`src/mdu_pkg.sv`:
```
/*
  Shared types of the multiply/divide unit.
  Word width is fixed at 32; no block is built for any other width.
  A 64-bit result is {HI, LO}: remainder:quotient or product high:low.
*/
package mdu_pkg;

  // machine word width
  localparam int XLEN = 32;

  typedef logic [XLEN-1:0]   word_t;
  typedef logic [2*XLEN-1:0] dword_t;

  // opcodes accepted from the CPU
  typedef enum logic [2:0] {
    MULT  = 3'd0,
    MULTU = 3'd1,
    DIV   = 3'd2,
    DIVU  = 3'd3,
    MTHI  = 3'd4,
    MTLO  = 3'd5
  } mdu_op_e;

  // command sampled with cmd_valid
  typedef struct packed {
    mdu_op_e op;
    word_t   a;
    word_t   b;
  } mdu_cmd_t;

  // one HI/LO write, request or granted
  typedef struct packed {
    logic  we_hi;
    logic  we_lo;
    word_t hi;
    word_t lo;
  } hilo_wr_t;

  // engine busy levels
  typedef struct packed {
    logic mul;
    logic div;
  } mdu_busy_t;

endpackage

```
`src/mdu_issue.sv`:
```
/*
  Command decode for the multiply/divide unit.
  Starts, move-to requests and cmd_err come out one cycle after cmd_valid.
  A command aimed at a busy engine is dropped, not queued.
*/
`timescale 1ns/100ps

module mdu_issue (
  input  logic               clk,
  input  logic               nrst,
  input  logic               cmd_valid,
  input  mdu_pkg::mdu_cmd_t  cmd,
  input  mdu_pkg::mdu_busy_t busy,
  output logic               div_start,
  output logic               mul_start,
  output mdu_pkg::word_t     opa,
  output mdu_pkg::word_t     opb,
  output logic               signd,
  output mdu_pkg::hilo_wr_t  mt_req,
  output logic               cmd_err
);
  import mdu_pkg::*;

  logic is_div;
  logic is_mul;
  logic is_mthi;
  logic is_mtlo;
  logic is_signed;
  logic refuse;
  logic mt_hi_q;
  logic mt_lo_q;

  // opcode decode
  always_comb
  begin
    is_div    = 1'b0;
    is_mul    = 1'b0;
    is_mthi   = 1'b0;
    is_mtlo   = 1'b0;
    is_signed = 1'b0;
    case (cmd.op)
      MULT:
      begin
        is_mul    = 1'b1;
        is_signed = 1'b1;
      end
      MULTU: is_mul = 1'b1;
      DIV:
      begin
        is_div    = 1'b1;
        is_signed = 1'b1;
      end
      DIVU:  is_div = 1'b1;
      MTHI:  is_mthi = 1'b1;
      MTLO:  is_mtlo = 1'b1;
      default: ;
    endcase
  end

  // engine still working on an earlier command
  assign refuse = cmd_valid && ((is_div && busy.div) || (is_mul && busy.mul));

  always_ff @(posedge clk or negedge nrst)
  begin
    if (!nrst)
    begin
      div_start <= 1'b0;
      mul_start <= 1'b0;
      mt_hi_q   <= 1'b0;
      mt_lo_q   <= 1'b0;
      cmd_err   <= 1'b0;
    end
    else
    begin
      div_start <= cmd_valid && is_div && !busy.div;
      mul_start <= cmd_valid && is_mul && !busy.mul;
      mt_hi_q   <= cmd_valid && is_mthi;
      mt_lo_q   <= cmd_valid && is_mtlo;
      cmd_err   <= refuse;
    end
  end

  // operands travel with the start pulse
  always_ff @(posedge clk)
  begin
    if (cmd_valid)
    begin
      opa   <= cmd.a;
      opb   <= cmd.b;
      signd <= is_signed;
    end
  end

  // move-to value is operand a, for either half
  assign mt_req = '{we_hi: mt_hi_q, we_lo: mt_lo_q, hi: opa, lo: opa};

endmodule

```
`src/long_idiv.sv`:
```
/*
  Restoring divider, one quotient bit per cycle.
  Operands are sampled only while start is high.
  Zero divisor or zero dividend gives remainder 0 and quotient 0.
  Signed: quotient truncates toward zero, remainder has the dividend sign.
  Result is held as a request until granted.
*/
`timescale 1ns/100ps

module long_idiv (
  input  logic              clk,
  input  logic              nrst,
  input  logic              start,
  input  mdu_pkg::word_t    dividend,
  input  mdu_pkg::word_t    divider,
  input  logic              signd,
  input  logic              grant,
  output mdu_pkg::hilo_wr_t req,
  output logic              busy
);
  import mdu_pkg::*;

  typedef enum logic [1:0] {
    DIV_IDLE,
    DIV_RUN,
    DIV_DONE
  } div_state_e;

  div_state_e state;
  logic [4:0] cnt;
  dword_t     qr;
  word_t      abs_divider;
  logic       neg_quot;
  logic       neg_rem;
  word_t      abs_a;
  word_t      abs_b;
  logic       zero_op;
  dword_t     rq_src;
  word_t      dv_src;
  logic [XLEN:0] diff;
  dword_t     step_qr;
  word_t      rem;
  word_t      quot;

  assign abs_a   = (signd && dividend[XLEN-1]) ? -dividend : dividend;
  assign abs_b   = (signd && divider[XLEN-1]) ? -divider : divider;
  assign zero_op = (dividend == '0) || (divider == '0);

  // first step is taken in the start cycle straight from the inputs
  assign rq_src = start ? {{XLEN{1'b0}}, abs_a} : qr;
  assign dv_src = start ? abs_b : abs_divider;

  // trial subtract on the working remainder plus next dividend bit
  assign diff = rq_src[2*XLEN-1:XLEN-1] - {1'b0, dv_src};

  // borrow means restore, shift in 0; else keep difference, shift in 1
  assign step_qr = diff[XLEN] ? {rq_src[2*XLEN-2:0], 1'b0}
                              : {diff[XLEN-1:0], rq_src[XLEN-2:0], 1'b1};

  always_ff @(posedge clk or negedge nrst)
  begin
    if (!nrst)
    begin
      state <= DIV_IDLE;
      cnt   <= '0;
    end
    else if (start)
    begin
      // 31 steps left after the one in the start cycle
      state <= zero_op ? DIV_DONE : DIV_RUN;
      cnt   <= 5'd31;
    end
    else
    begin
      case (state)
        DIV_RUN:
        begin
          cnt <= cnt - 5'd1;
          if (cnt == 5'd1)
            state <= DIV_DONE;
        end
        DIV_DONE:
          if (grant)
            state <= DIV_IDLE;
        default: ;
      endcase
    end
  end

  // datapath
  always_ff @(posedge clk)
  begin
    if (start)
    begin
      qr          <= zero_op ? '0 : step_qr;
      abs_divider <= abs_b;
      neg_quot    <= signd && (dividend[XLEN-1] ^ divider[XLEN-1]);
      neg_rem     <= signd && dividend[XLEN-1];
    end
    else if (state == DIV_RUN)
      qr <= step_qr;
  end

  assign rem  = qr[2*XLEN-1:XLEN];
  assign quot = qr[XLEN-1:0];

  // remainder in HI, quotient in LO, sign restored
  assign req.we_hi = (state == DIV_DONE);
  assign req.we_lo = (state == DIV_DONE);
  assign req.hi    = neg_rem ? -rem : rem;
  assign req.lo    = neg_quot ? -quot : quot;

  // covers the start cycle too
  assign busy = start || (state != DIV_IDLE);

endmodule

```
`src/long_imul.sv`:
```
/*
  Shift-add multiplier on absolute values, sign fixed at the end.
  Two multiplier bits are consumed in the start cycle, one per cycle after.
  Operands are sampled only while start is high.
  Product is held as a request until granted.
*/
`timescale 1ns/100ps

module long_imul (
  input  logic              clk,
  input  logic              nrst,
  input  logic              start,
  input  mdu_pkg::word_t    multiplicand,
  input  mdu_pkg::word_t    multiplier,
  input  logic              signd,
  input  logic              grant,
  output mdu_pkg::hilo_wr_t req,
  output logic              busy
);
  import mdu_pkg::*;

  typedef enum logic [1:0] {
    MUL_IDLE,
    MUL_RUN,
    MUL_DONE
  } mul_state_e;

  mul_state_e state;
  logic [4:0] cnt;
  dword_t     prod;
  word_t      mcand;
  logic       neg_prod;
  word_t      abs_a;
  word_t      abs_b;
  dword_t     first_p;
  dword_t     src_p;
  word_t      src_mcand;
  logic [XLEN:0] sum;
  dword_t     step_p;
  dword_t     result;

  assign abs_a = (signd && multiplicand[XLEN-1]) ? -multiplicand : multiplicand;
  assign abs_b = (signd && multiplier[XLEN-1]) ? -multiplier : multiplier;

  // bit 0 against an empty accumulator needs no add
  assign first_p = {1'b0, (abs_b[0] ? abs_a : '0), abs_b[XLEN-1:1]};

  // adder then takes bit 1 in the same start cycle
  assign src_p     = start ? first_p : prod;
  assign src_mcand = start ? abs_a : mcand;

  // add into high half when low bit set, then shift right
  assign sum    = {1'b0, src_p[2*XLEN-1:XLEN]}
                + (src_p[0] ? {1'b0, src_mcand} : '0);
  assign step_p = {sum, src_p[XLEN-1:1]};

  always_ff @(posedge clk or negedge nrst)
  begin
    if (!nrst)
    begin
      state <= MUL_IDLE;
      cnt   <= '0;
    end
    else if (start)
    begin
      state <= MUL_RUN;
      cnt   <= 5'd30;
    end
    else
    begin
      case (state)
        MUL_RUN:
        begin
          cnt <= cnt - 5'd1;
          if (cnt == 5'd1)
            state <= MUL_DONE;
        end
        MUL_DONE:
          if (grant)
            state <= MUL_IDLE;
        default: ;
      endcase
    end
  end

  // datapath
  always_ff @(posedge clk)
  begin
    if (start)
    begin
      prod     <= step_p;
      mcand    <= abs_a;
      neg_prod <= signd && (multiplicand[XLEN-1] ^ multiplier[XLEN-1]);
    end
    else if (state == MUL_RUN)
      prod <= step_p;
  end

  assign result = neg_prod ? -prod : prod;

  assign req.we_hi = (state == MUL_DONE);
  assign req.we_lo = (state == MUL_DONE);
  assign req.hi    = result[2*XLEN-1:XLEN];
  assign req.lo    = result[XLEN-1:0];

  assign busy = start || (state != MUL_IDLE);

endmodule

```
`src/hilo_arbiter.sv`:
```
/*
  Fixed-priority HI/LO write arbiter: move-to, then divide, then multiply.
  Purely combinational; move-to writes are never held back.
  A losing engine keeps its request up and is granted in a later cycle.
*/
`timescale 1ns/100ps

module hilo_arbiter (
  input  mdu_pkg::hilo_wr_t mt_req,
  input  mdu_pkg::hilo_wr_t div_req,
  input  mdu_pkg::hilo_wr_t mul_req,
  output logic              div_grant,
  output logic              mul_grant,
  output mdu_pkg::hilo_wr_t wr
);

  logic mt_valid;
  logic div_valid;
  logic mul_valid;

  // any enable counts as a request
  assign mt_valid  = mt_req.we_hi || mt_req.we_lo;
  assign div_valid = div_req.we_hi || div_req.we_lo;
  assign mul_valid = mul_req.we_hi || mul_req.we_lo;

  always_comb
  begin
    div_grant = 1'b0;
    mul_grant = 1'b0;
    wr        = '0;
    if (mt_valid)
      wr = mt_req;
    else if (div_valid)
    begin
      wr        = div_req;
      div_grant = 1'b1;
    end
    else if (mul_valid)
    begin
      wr        = mul_req;
      mul_grant = 1'b1;
    end
  end

endmodule

```
`src/hilo_regs.sv`:
```
/*
  HI and LO architectural registers.
  Each half has its own write enable; both clear to zero on reset.
*/
`timescale 1ns/100ps

module hilo_regs (
  input  logic              clk,
  input  logic              nrst,
  input  mdu_pkg::hilo_wr_t wr,
  output mdu_pkg::word_t    hi,
  output mdu_pkg::word_t    lo
);

  // high word, remainder or product high
  always_ff @(posedge clk or negedge nrst)
  begin
    if (!nrst)
      hi <= '0;
    else if (wr.we_hi)
      hi <= wr.hi;
  end

  // low word, quotient or product low
  always_ff @(posedge clk or negedge nrst)
  begin
    if (!nrst)
      lo <= '0;
    else if (wr.we_lo)
      lo <= wr.lo;
  end

endmodule

```
`src/mdu_top.sv`:
```
/*
  Multiply/divide unit top level.
  One command per cycle; busy levels tell when a result is still pending.
  Divide results land on HI/LO 34 cycles after the strobe, multiplies 33,
  if nothing else is writing at the same time.
*/
`timescale 1ns/100ps

module mdu_top (
  input  logic               clk,
  input  logic               nrst,
  input  logic               cmd_valid,
  input  mdu_pkg::mdu_cmd_t  cmd,
  output mdu_pkg::mdu_busy_t busy,
  output logic               cmd_err,
  output mdu_pkg::word_t     hi,
  output mdu_pkg::word_t     lo
);
  import mdu_pkg::*;

  logic     div_start;
  logic     mul_start;
  word_t    opa;
  word_t    opb;
  logic     signd;
  hilo_wr_t mt_req;
  hilo_wr_t div_req;
  hilo_wr_t mul_req;
  hilo_wr_t wr;
  logic     div_grant;
  logic     mul_grant;
  logic     div_busy;
  logic     mul_busy;

  assign busy = '{mul: mul_busy, div: div_busy};

  mdu_issue issue_i (
    .clk       (clk),
    .nrst      (nrst),
    .cmd_valid (cmd_valid),
    .cmd       (cmd),
    .busy      (busy),
    .div_start (div_start),
    .mul_start (mul_start),
    .opa       (opa),
    .opb       (opb),
    .signd     (signd),
    .mt_req    (mt_req),
    .cmd_err   (cmd_err)
  );

  long_idiv div_i (
    .clk      (clk),
    .nrst     (nrst),
    .start    (div_start),
    .dividend (opa),
    .divider  (opb),
    .signd    (signd),
    .grant    (div_grant),
    .req      (div_req),
    .busy     (div_busy)
  );

  long_imul mul_i (
    .clk          (clk),
    .nrst         (nrst),
    .start        (mul_start),
    .multiplicand (opa),
    .multiplier   (opb),
    .signd        (signd),
    .grant        (mul_grant),
    .req          (mul_req),
    .busy         (mul_busy)
  );

  hilo_arbiter arb_i (
    .mt_req    (mt_req),
    .div_req   (div_req),
    .mul_req   (mul_req),
    .div_grant (div_grant),
    .mul_grant (mul_grant),
    .wr        (wr)
  );

  hilo_regs regs_i (
    .clk  (clk),
    .nrst (nrst),
    .wr   (wr),
    .hi   (hi),
    .lo   (lo)
  );

endmodule

```
`config.mk`:
```
export PLATFORM = sky130hd
export DESIGN_NAME = mdu_top
export DESIGN_NICKNAME = d
export VERILOG_FILES = /design/src/mdu_pkg.sv /design/src/mdu_issue.sv /design/src/long_idiv.sv /design/src/long_imul.sv /design/src/hilo_arbiter.sv /design/src/hilo_regs.sv /design/src/mdu_top.sv
export SDC_FILE = /design/constraint.sdc
export NUM_CORES = 1
export LEC_CHECK = 0
export ABC_AREA = 0
export ABC_CLOCK_PERIOD_IN_PS = 8300
export BUFFER_PORTS_ARGS = -buffer_cell sky130_fd_sc_hd__clkbuf_2
export CORE_UTILIZATION = 55
export CTS_CLUSTER_SIZE = 10
export DETAILED_ROUTE_END_ITERATION = 16
export PLACE_DENSITY = 0.73
export SLEW_MARGIN = 20
export SYNTH_ARGS = -nofsm -noshare
export SYNTH_HDL_FRONTEND = slang
export SYNTH_SLANG_ARGS = --single-unit
```
`constraint.sdc`:
```
create_clock -name clk -period 8.3 [get_ports clk]
set_clock_uncertainty 0.05 [all_clocks]
set_input_delay 1.66 -clock clk [delete_from_list [all_inputs] [get_ports clk]]
set_output_delay 1.66 -clock clk [all_outputs]
set_load 0.005 [all_outputs]
```
Word-level counts from Yosys, hierarchy flattened
Index checks and enable logic that the tools add are counted.
Word-level totals
  register bits: 343
  input port bits: 70
  output and inout bits: 67
  logic and storage cells: 122
Cells by class
  add/subtract/negate cells: 9
  equal/unequal tests: 15
  multiplexer cells: 43
  bitwise logic cells: 1
  reduce and logical (&&, ||, !) cells: 33
Operator list (number)
  two-way mux 64 bit: 9
  two-way mux 32 bit: 8
  two-way mux 66 bit: 3
  negator 32 bit: 4
  zero test 32 bit: 2
  negator 64 bit: 1
  adder 32 x 33 -> 33 bit: 1
  subtractor 33 x 32 -> 33 bit: 1
  two-way mux 5 bit: 4
  two-way mux 2 bit: 7
  logical AND 1 bit: 12
  == test 5 x 1 -> 1 bit, second input constant: 2
  two-way mux 1 bit: 10
  subtractor 5 x 1 -> 5 bit, second input constant: 2
  one-hot mux 2 bit (2 select lines): 2
  nonzero test 2 bit: 4
  == test 3 x 2 -> 1 bit, second input constant: 2
  == test 3 bit, second input constant: 2
  != test 3 x 2 -> 1 bit, second input constant: 2
  != test 3 bit, second input constant: 2
  AND reduction 3 bit: 2
  nonzero test 3 bit: 2
  OR reduction 2 bit: 3
  logical OR 1 bit: 5
  other kinds (6): 9

Depth between registers and ports, before layout
  depth in word-level cells: 8
  depth in mapped cells: 22
  depth with buffers taken out: 20

Modules after synthesis
Synthesis repeated with hierarchy kept, for this count alone.
Second synthesis, totals
  cells, all modules: 2521
  area, all modules: 24105.6 um^2
By module, submodules not included
  long_idiv: instances 1, cells each 1083, area each 9063.7 um^2, sequential area each 2797.7 um^2
  long_imul: instances 1, cells each 999, area each 8441.8 um^2, sequential area each 2767.7 um^2
  hilo_regs: instances 1, cells each 136, area each 2690.1 um^2, sequential area each 1601.5 um^2
  mdu_issue: instances 1, cells each 143, area each 2643.8 um^2, sequential area each 2077.0 um^2
  hilo_arbiter: instances 1, cells each 158, area each 1251.2 um^2, sequential area each 0.0 um^2
  mdu_top: instances 1, cells each 2, area each 15.0 um^2, sequential area each 0.0 um^2

Least setup slack after synthesis
OpenSTA, ideal clock, no wires.
  kind: reg-to-reg
  from: register issue_i.opa[15]
  to: register div_i.qr[54] (data pin)
  library setup time: 0.267 ns
  data arrival time: 5.144 ns
  path slack: 2.839 ns
  cell stages (with the launch flop): 22
  clock period less this slack: 5.461 ns
  path through: edfxtp_1 > or4_1 > nor4_1 > nand3b_1 > nor4_1 > and2_1 > nand2_1 > a21boi_0 > mux2i_1 > ha_1 > fa_1 > nand2b_1 > a21oi_1 > o41ai_1 > o21ai_1 > o22ai_2 > o21ai_1 > o221ai_2 > xnor2_1 > clkbuf_1 > clkbuf_1 > a2bb2oi_1
On the way
  longest elaborated chain between the ends: 7
  elaborated cells between the ends (all ways): 10
  classes of those cells: 2 x add/sub; 6 x mux; 2 x reduce/logical
Ends and longest elaborated chain
  start, declared: line mdu_issue.sv:16  | output mdu_pkg::word_t opa,
  start signal, assigned: line mdu_issue.sv:88  | opa <= cmd.a;
  negator 32 bit: line long_idiv.sv:45  | assign abs_a = (signd && dividend[XLEN-1]) ? -dividend : dividend;
  two-way mux 32 bit: line long_idiv.sv:45
  two-way mux 64 bit: line long_idiv.sv:50  | assign rq_src = start ? {{XLEN{1'b0}}, abs_a} : qr;
  subtractor 33 x 32 -> 33 bit: line long_idiv.sv:54  | assign diff = rq_src[2*XLEN-1:XLEN-1] - {1'b0, dv_src};
  two-way mux 64 bit: line long_idiv.sv:57  | assign step_qr = diff[XLEN] ? {rq_src[2*XLEN-2:0], 1'b0}
  two-way mux 64 bit, on equally long branches: line long_idiv.sv:100, long_idiv.sv:95
  two-way mux 64 bit (*): line long_idiv.sv:93  | if (start)
  end signal, assigned: line long_idiv.sv:95  | qr <= zero_op ? '0 : step_qr;
  end signal, assigned: line long_idiv.sv:101  | qr <= step_qr;
  end, declared: line long_idiv.sv:31  | dword_t qr;
Every way passes the cells marked *; elsewhere a longest branch is shown, timed or not. The select of a mux whose other input is x is not followed.
A chain may end at the register's enable or synchronous reset.

Final worst setup path
  from: register issue_i.opa[13]
  to: register div_i.qr[46] (data pin)
Same word-level chain as after synthesis.

==> flow_summary.toml <==
[placed_design]
io_buffers = 136
dp_hpwl_microns = 50700
preCtsSetupSlack_ns = 1.575
gp_congestion = 1.013

[power]
p_per_area_nw_per_um2 = 473.3
leakagePower_nw = 9.526
peakVddDrop_mv = 0.3423

[timing]
fin_setup_tns_ns = 0
setup_viol = 0
slew_headroom_pct = 25.84
tightest_slew_ns = 1.098
hold_viol = 0
max_freq_mhz = 145.6
grt_setup_unrepaired = "false"
period_minus_slack_ns = 6.868
fin_ws_ns = 1.432
period_share_pct = 82.75
slew_violations = 0

[floorplanning]
fp.dieArea_sq_um = 39110
die_h_microns = 197.8
pin_count = 137
coreArea_sq_um = 37670
initial_core_util_pct = 55.96
rows = 71
die_w_microns = 197.8

[final_layout]
synthToLayoutAreaGrowth_pct = 11.05
layout_commonest_cell = "nor2_1"
finalNetCount = 2491
antenna_cells = 0
final_cell_mix = "nor2_1 (230), edfxtp_1 (196), xnor2_1 (174)"
fin_util_pct = 62.15
drive_gt1_share_pct = 10.97

[routing]
dr.pass1.iters = 8
vias = 18200
drc_errors = 0
drt-vias-per-instance = 6.298
routed-wl-met2_microns = 29170
wl_met1_microns = 29510
wl_met3_microns = 6509
routed.top_layer = "met5"
routed_wl_microns = 68090
ant_nets = 0
drtIter0Drc = 2192
wl_per_cell_microns = 23.56

[grt]
grt_pass1_wl_microns = 103100
gr-total-overflow = 0
antenna_found_initial = 1
grt_max_degree = 91
grt_util_all_layers_pct = 35.17
grt_pass1_vias = 17030

[setup_path]
reg2reg_from = "issue_i.opa[13]$_DFFE_PP_"
critPathCaptureType = "register"
r2r_cells = 20
path_max_fanout = 8
r2r_slack_ns = 1.43
r2r-end = "div_i.qr[46]$_DFFE_PP_"
worstSetupPathType = "register to register"
required_ns = 8.56
start_kind = "register"
arrival_ns = 7.13

[yosys]
syn-num-nets = 2403
synth_edf_count = 196
synth-main-ff-cell = "edfxtp_1"
ys_types = 78
ys_seq_elements = 343
synthArstFlopShare_pct = 24.20
synth.avg_cell_area_sq_um = 9.335
yosys_warnings = 0
synthCells = 2258
ys_seq_area_share_pct = 43.85
syn_area_sq_um = 21080

[status]
status = "completed"

[flow_run]
maxCapViolCount = 0

[cts]
cts_resized = 0
clk_latency_ns = 0.57
root_buffer = "clkbuf_16"
cts-buffers-inserted = 41
cts.sinks = 343
postCtsHoldBufs = 0
htreeDepth = 2
cts_max_path_buffers = 3
post_cts_buffers = 0
cts_tree = "built"
clk_pin_slew_ns = 0.06

[min_path]
whs_endpoint = "mul_i.mcand[28]$_DFF_P_"
min_path_cells = 2
hold_path_startpoint = "mul_i.mcand[28]$_DFF_P_"
hold_path_class = "register to register"
per-layer routing:
layer	up-vias	global-route usage [%]
met3	140	6.694
met4	2	14.70
met2	898	52.44
met1	8789	49.99
met5	-	0
li1	8371	-
worst max path at each step:
stage / startpoint / endpoint / slack, ns / depth (start not counted)
global route: issue_i.opa[13]$_DFFE_PP_ / div_i.qr[46]$_DFFE_PP_ / 0.84 / 20
detailed placement: issue_i.opa[15]$_DFFE_PP_ / div_i.qr[39]$_DFFE_PP_ / 1.57 / 20
finish: issue_i.opa[13]$_DFFE_PP_ / div_i.qr[46]$_DFFE_PP_ / 1.43 / 20
floorplan: issue_i.opa[15]$_DFFE_PP_ / div_i.qr[54]$_DFFE_PP_ / 2.84 / 21
CTS: issue_i.opa[15]$_DFFE_PP_ / div_i.qr[39]$_DFFE_PP_ / 1.54 / 20
global placement: issue_i.opa[15]$_DFFE_PP_ / div_i.qr[32]$_DFFE_PP_ / 1.80 / 20
synth_stat cells, types with 11 or more instances:
library cell	instances	share of area (%)
and2_1	32	0.95
xnor2_1	174	7.2
nand3_1	32	0.76
o221ai_1	17	0.71
nor2b_1	48	1.4
nand4_1	24	0.71
o2bb2ai_1	12	0.50
nor2_1	233	4.1
ha_1	73	4.3
o21ai_0	147	3.5
o41ai_1	26	1.1
dfrtp_1	83	9.9
a221oi_1	30	1.2
clkbuf_1	93	1.7
buf_1	12	0.21
nor4_1	14	0.42
a2bb2oi_1	14	0.58
a21o_1	60	2.1
edfxtp_1	196	28
o22ai_1	30	0.89
or2_2	11	0.33
o31ai_1	52	1.9
inv_1	127	2.3
a31oi_1	11	0.33
or3_1	18	0.53
or4_1	18	0.64
nand2b_1	25	0.74
nor3_1	36	0.85
xor2_1	72	3.0
dfxtp_1	64	6.1
a211oi_1	16	0.57
nand2_1	155	2.8
a21oi_1	161	3.8
a22oi_1	13	0.46
power by group:
group / switching, W / internal [W] / leakage (nW) / total, W
Sequential: 0.000681 / 0.00293 / 3.50 / 0.00361
Clock: 0.000733 / 0.000973 / 0.584 / 0.00171
Combinational: 0.00342 / 0.00234 / 5.45 / 0.00577
worst max-delay path, stage by stage (launching register included):
cell      delay, ns
edfxtp_1       0.48
or4_1          0.58
nor4_1         0.38
nand3b_1       0.19
nor4_1         0.43
and2_1         0.25
nand2_1        0.08
a21boi_0       0.39
mux2i_1        0.18
ha_1           0.24
fa_1           0.39
nand2b_1       0.18
a21oi_1        0.18
o41ai_1        0.13
o21ai_1        0.34
o22ai_2        0.23
o21ai_1        0.33
o221ai_2       0.27
xnor2_1        0.71
nor2_1         0.28
a22o_1         0.30
area by class of cell:
type	count	area [sq um]
fillers	3292	14260
multi-input cells	1670	10930
flip-flops and latches	343	9251
clock buffers	73	1199
repair buffers	163	889.6
well taps	511	639.4
inverters	127	476.7
clock inverters	3	18.77
stage by stage:
stage	instances	hold WS [ns]	area, sq um	power, W
2_1_floorplan	2258	0.3949	21080	0.007574
3_3_place_gp	2814	0.4022	22180	0.009097
3_5_place_dp	2814	0.4085	22180	0.009245
4_1_cts	2890	0.4169	23400	0.01097
5_1_grt	2890	0.4349	23410	0.01179
6_report	2890	0.4149	23410	0.01108
registers in the layout, indices dropped and copies added (netlist names), 2 cells and up:
name	count
mul_i.state	2
div_i.state	2
issue_i.opb	32
mul_i.mcand	32
div_i.abs_divider	32
div_i.qr	64
regs_i.lo	32
mul_i.prod	64
regs_i.hi	32
div_i.cnt	5
issue_i.opa	32
mul_i.cnt	5
kinds of logic (layout without fill, tap and decap cells):
logic type / Yosys count / count (layout) / synth area share [%]
AND/OR/NAND/NOR: 677 / 677 / 15.50
XOR/XNOR: 246 / 246 / 10.22
AO/OA/AOI/OAI: 657 / 657 / 20.66
multiplexers: 15 / 15 / 0.7717
flip-flops: 343 / 343 / 43.85
buffers and inverters: 245 / 366 / 4.476
adder cells (fa/ha/maj): 75 / 75 / 4.523
Note: power is estimated with default switching activity, not from simulation.
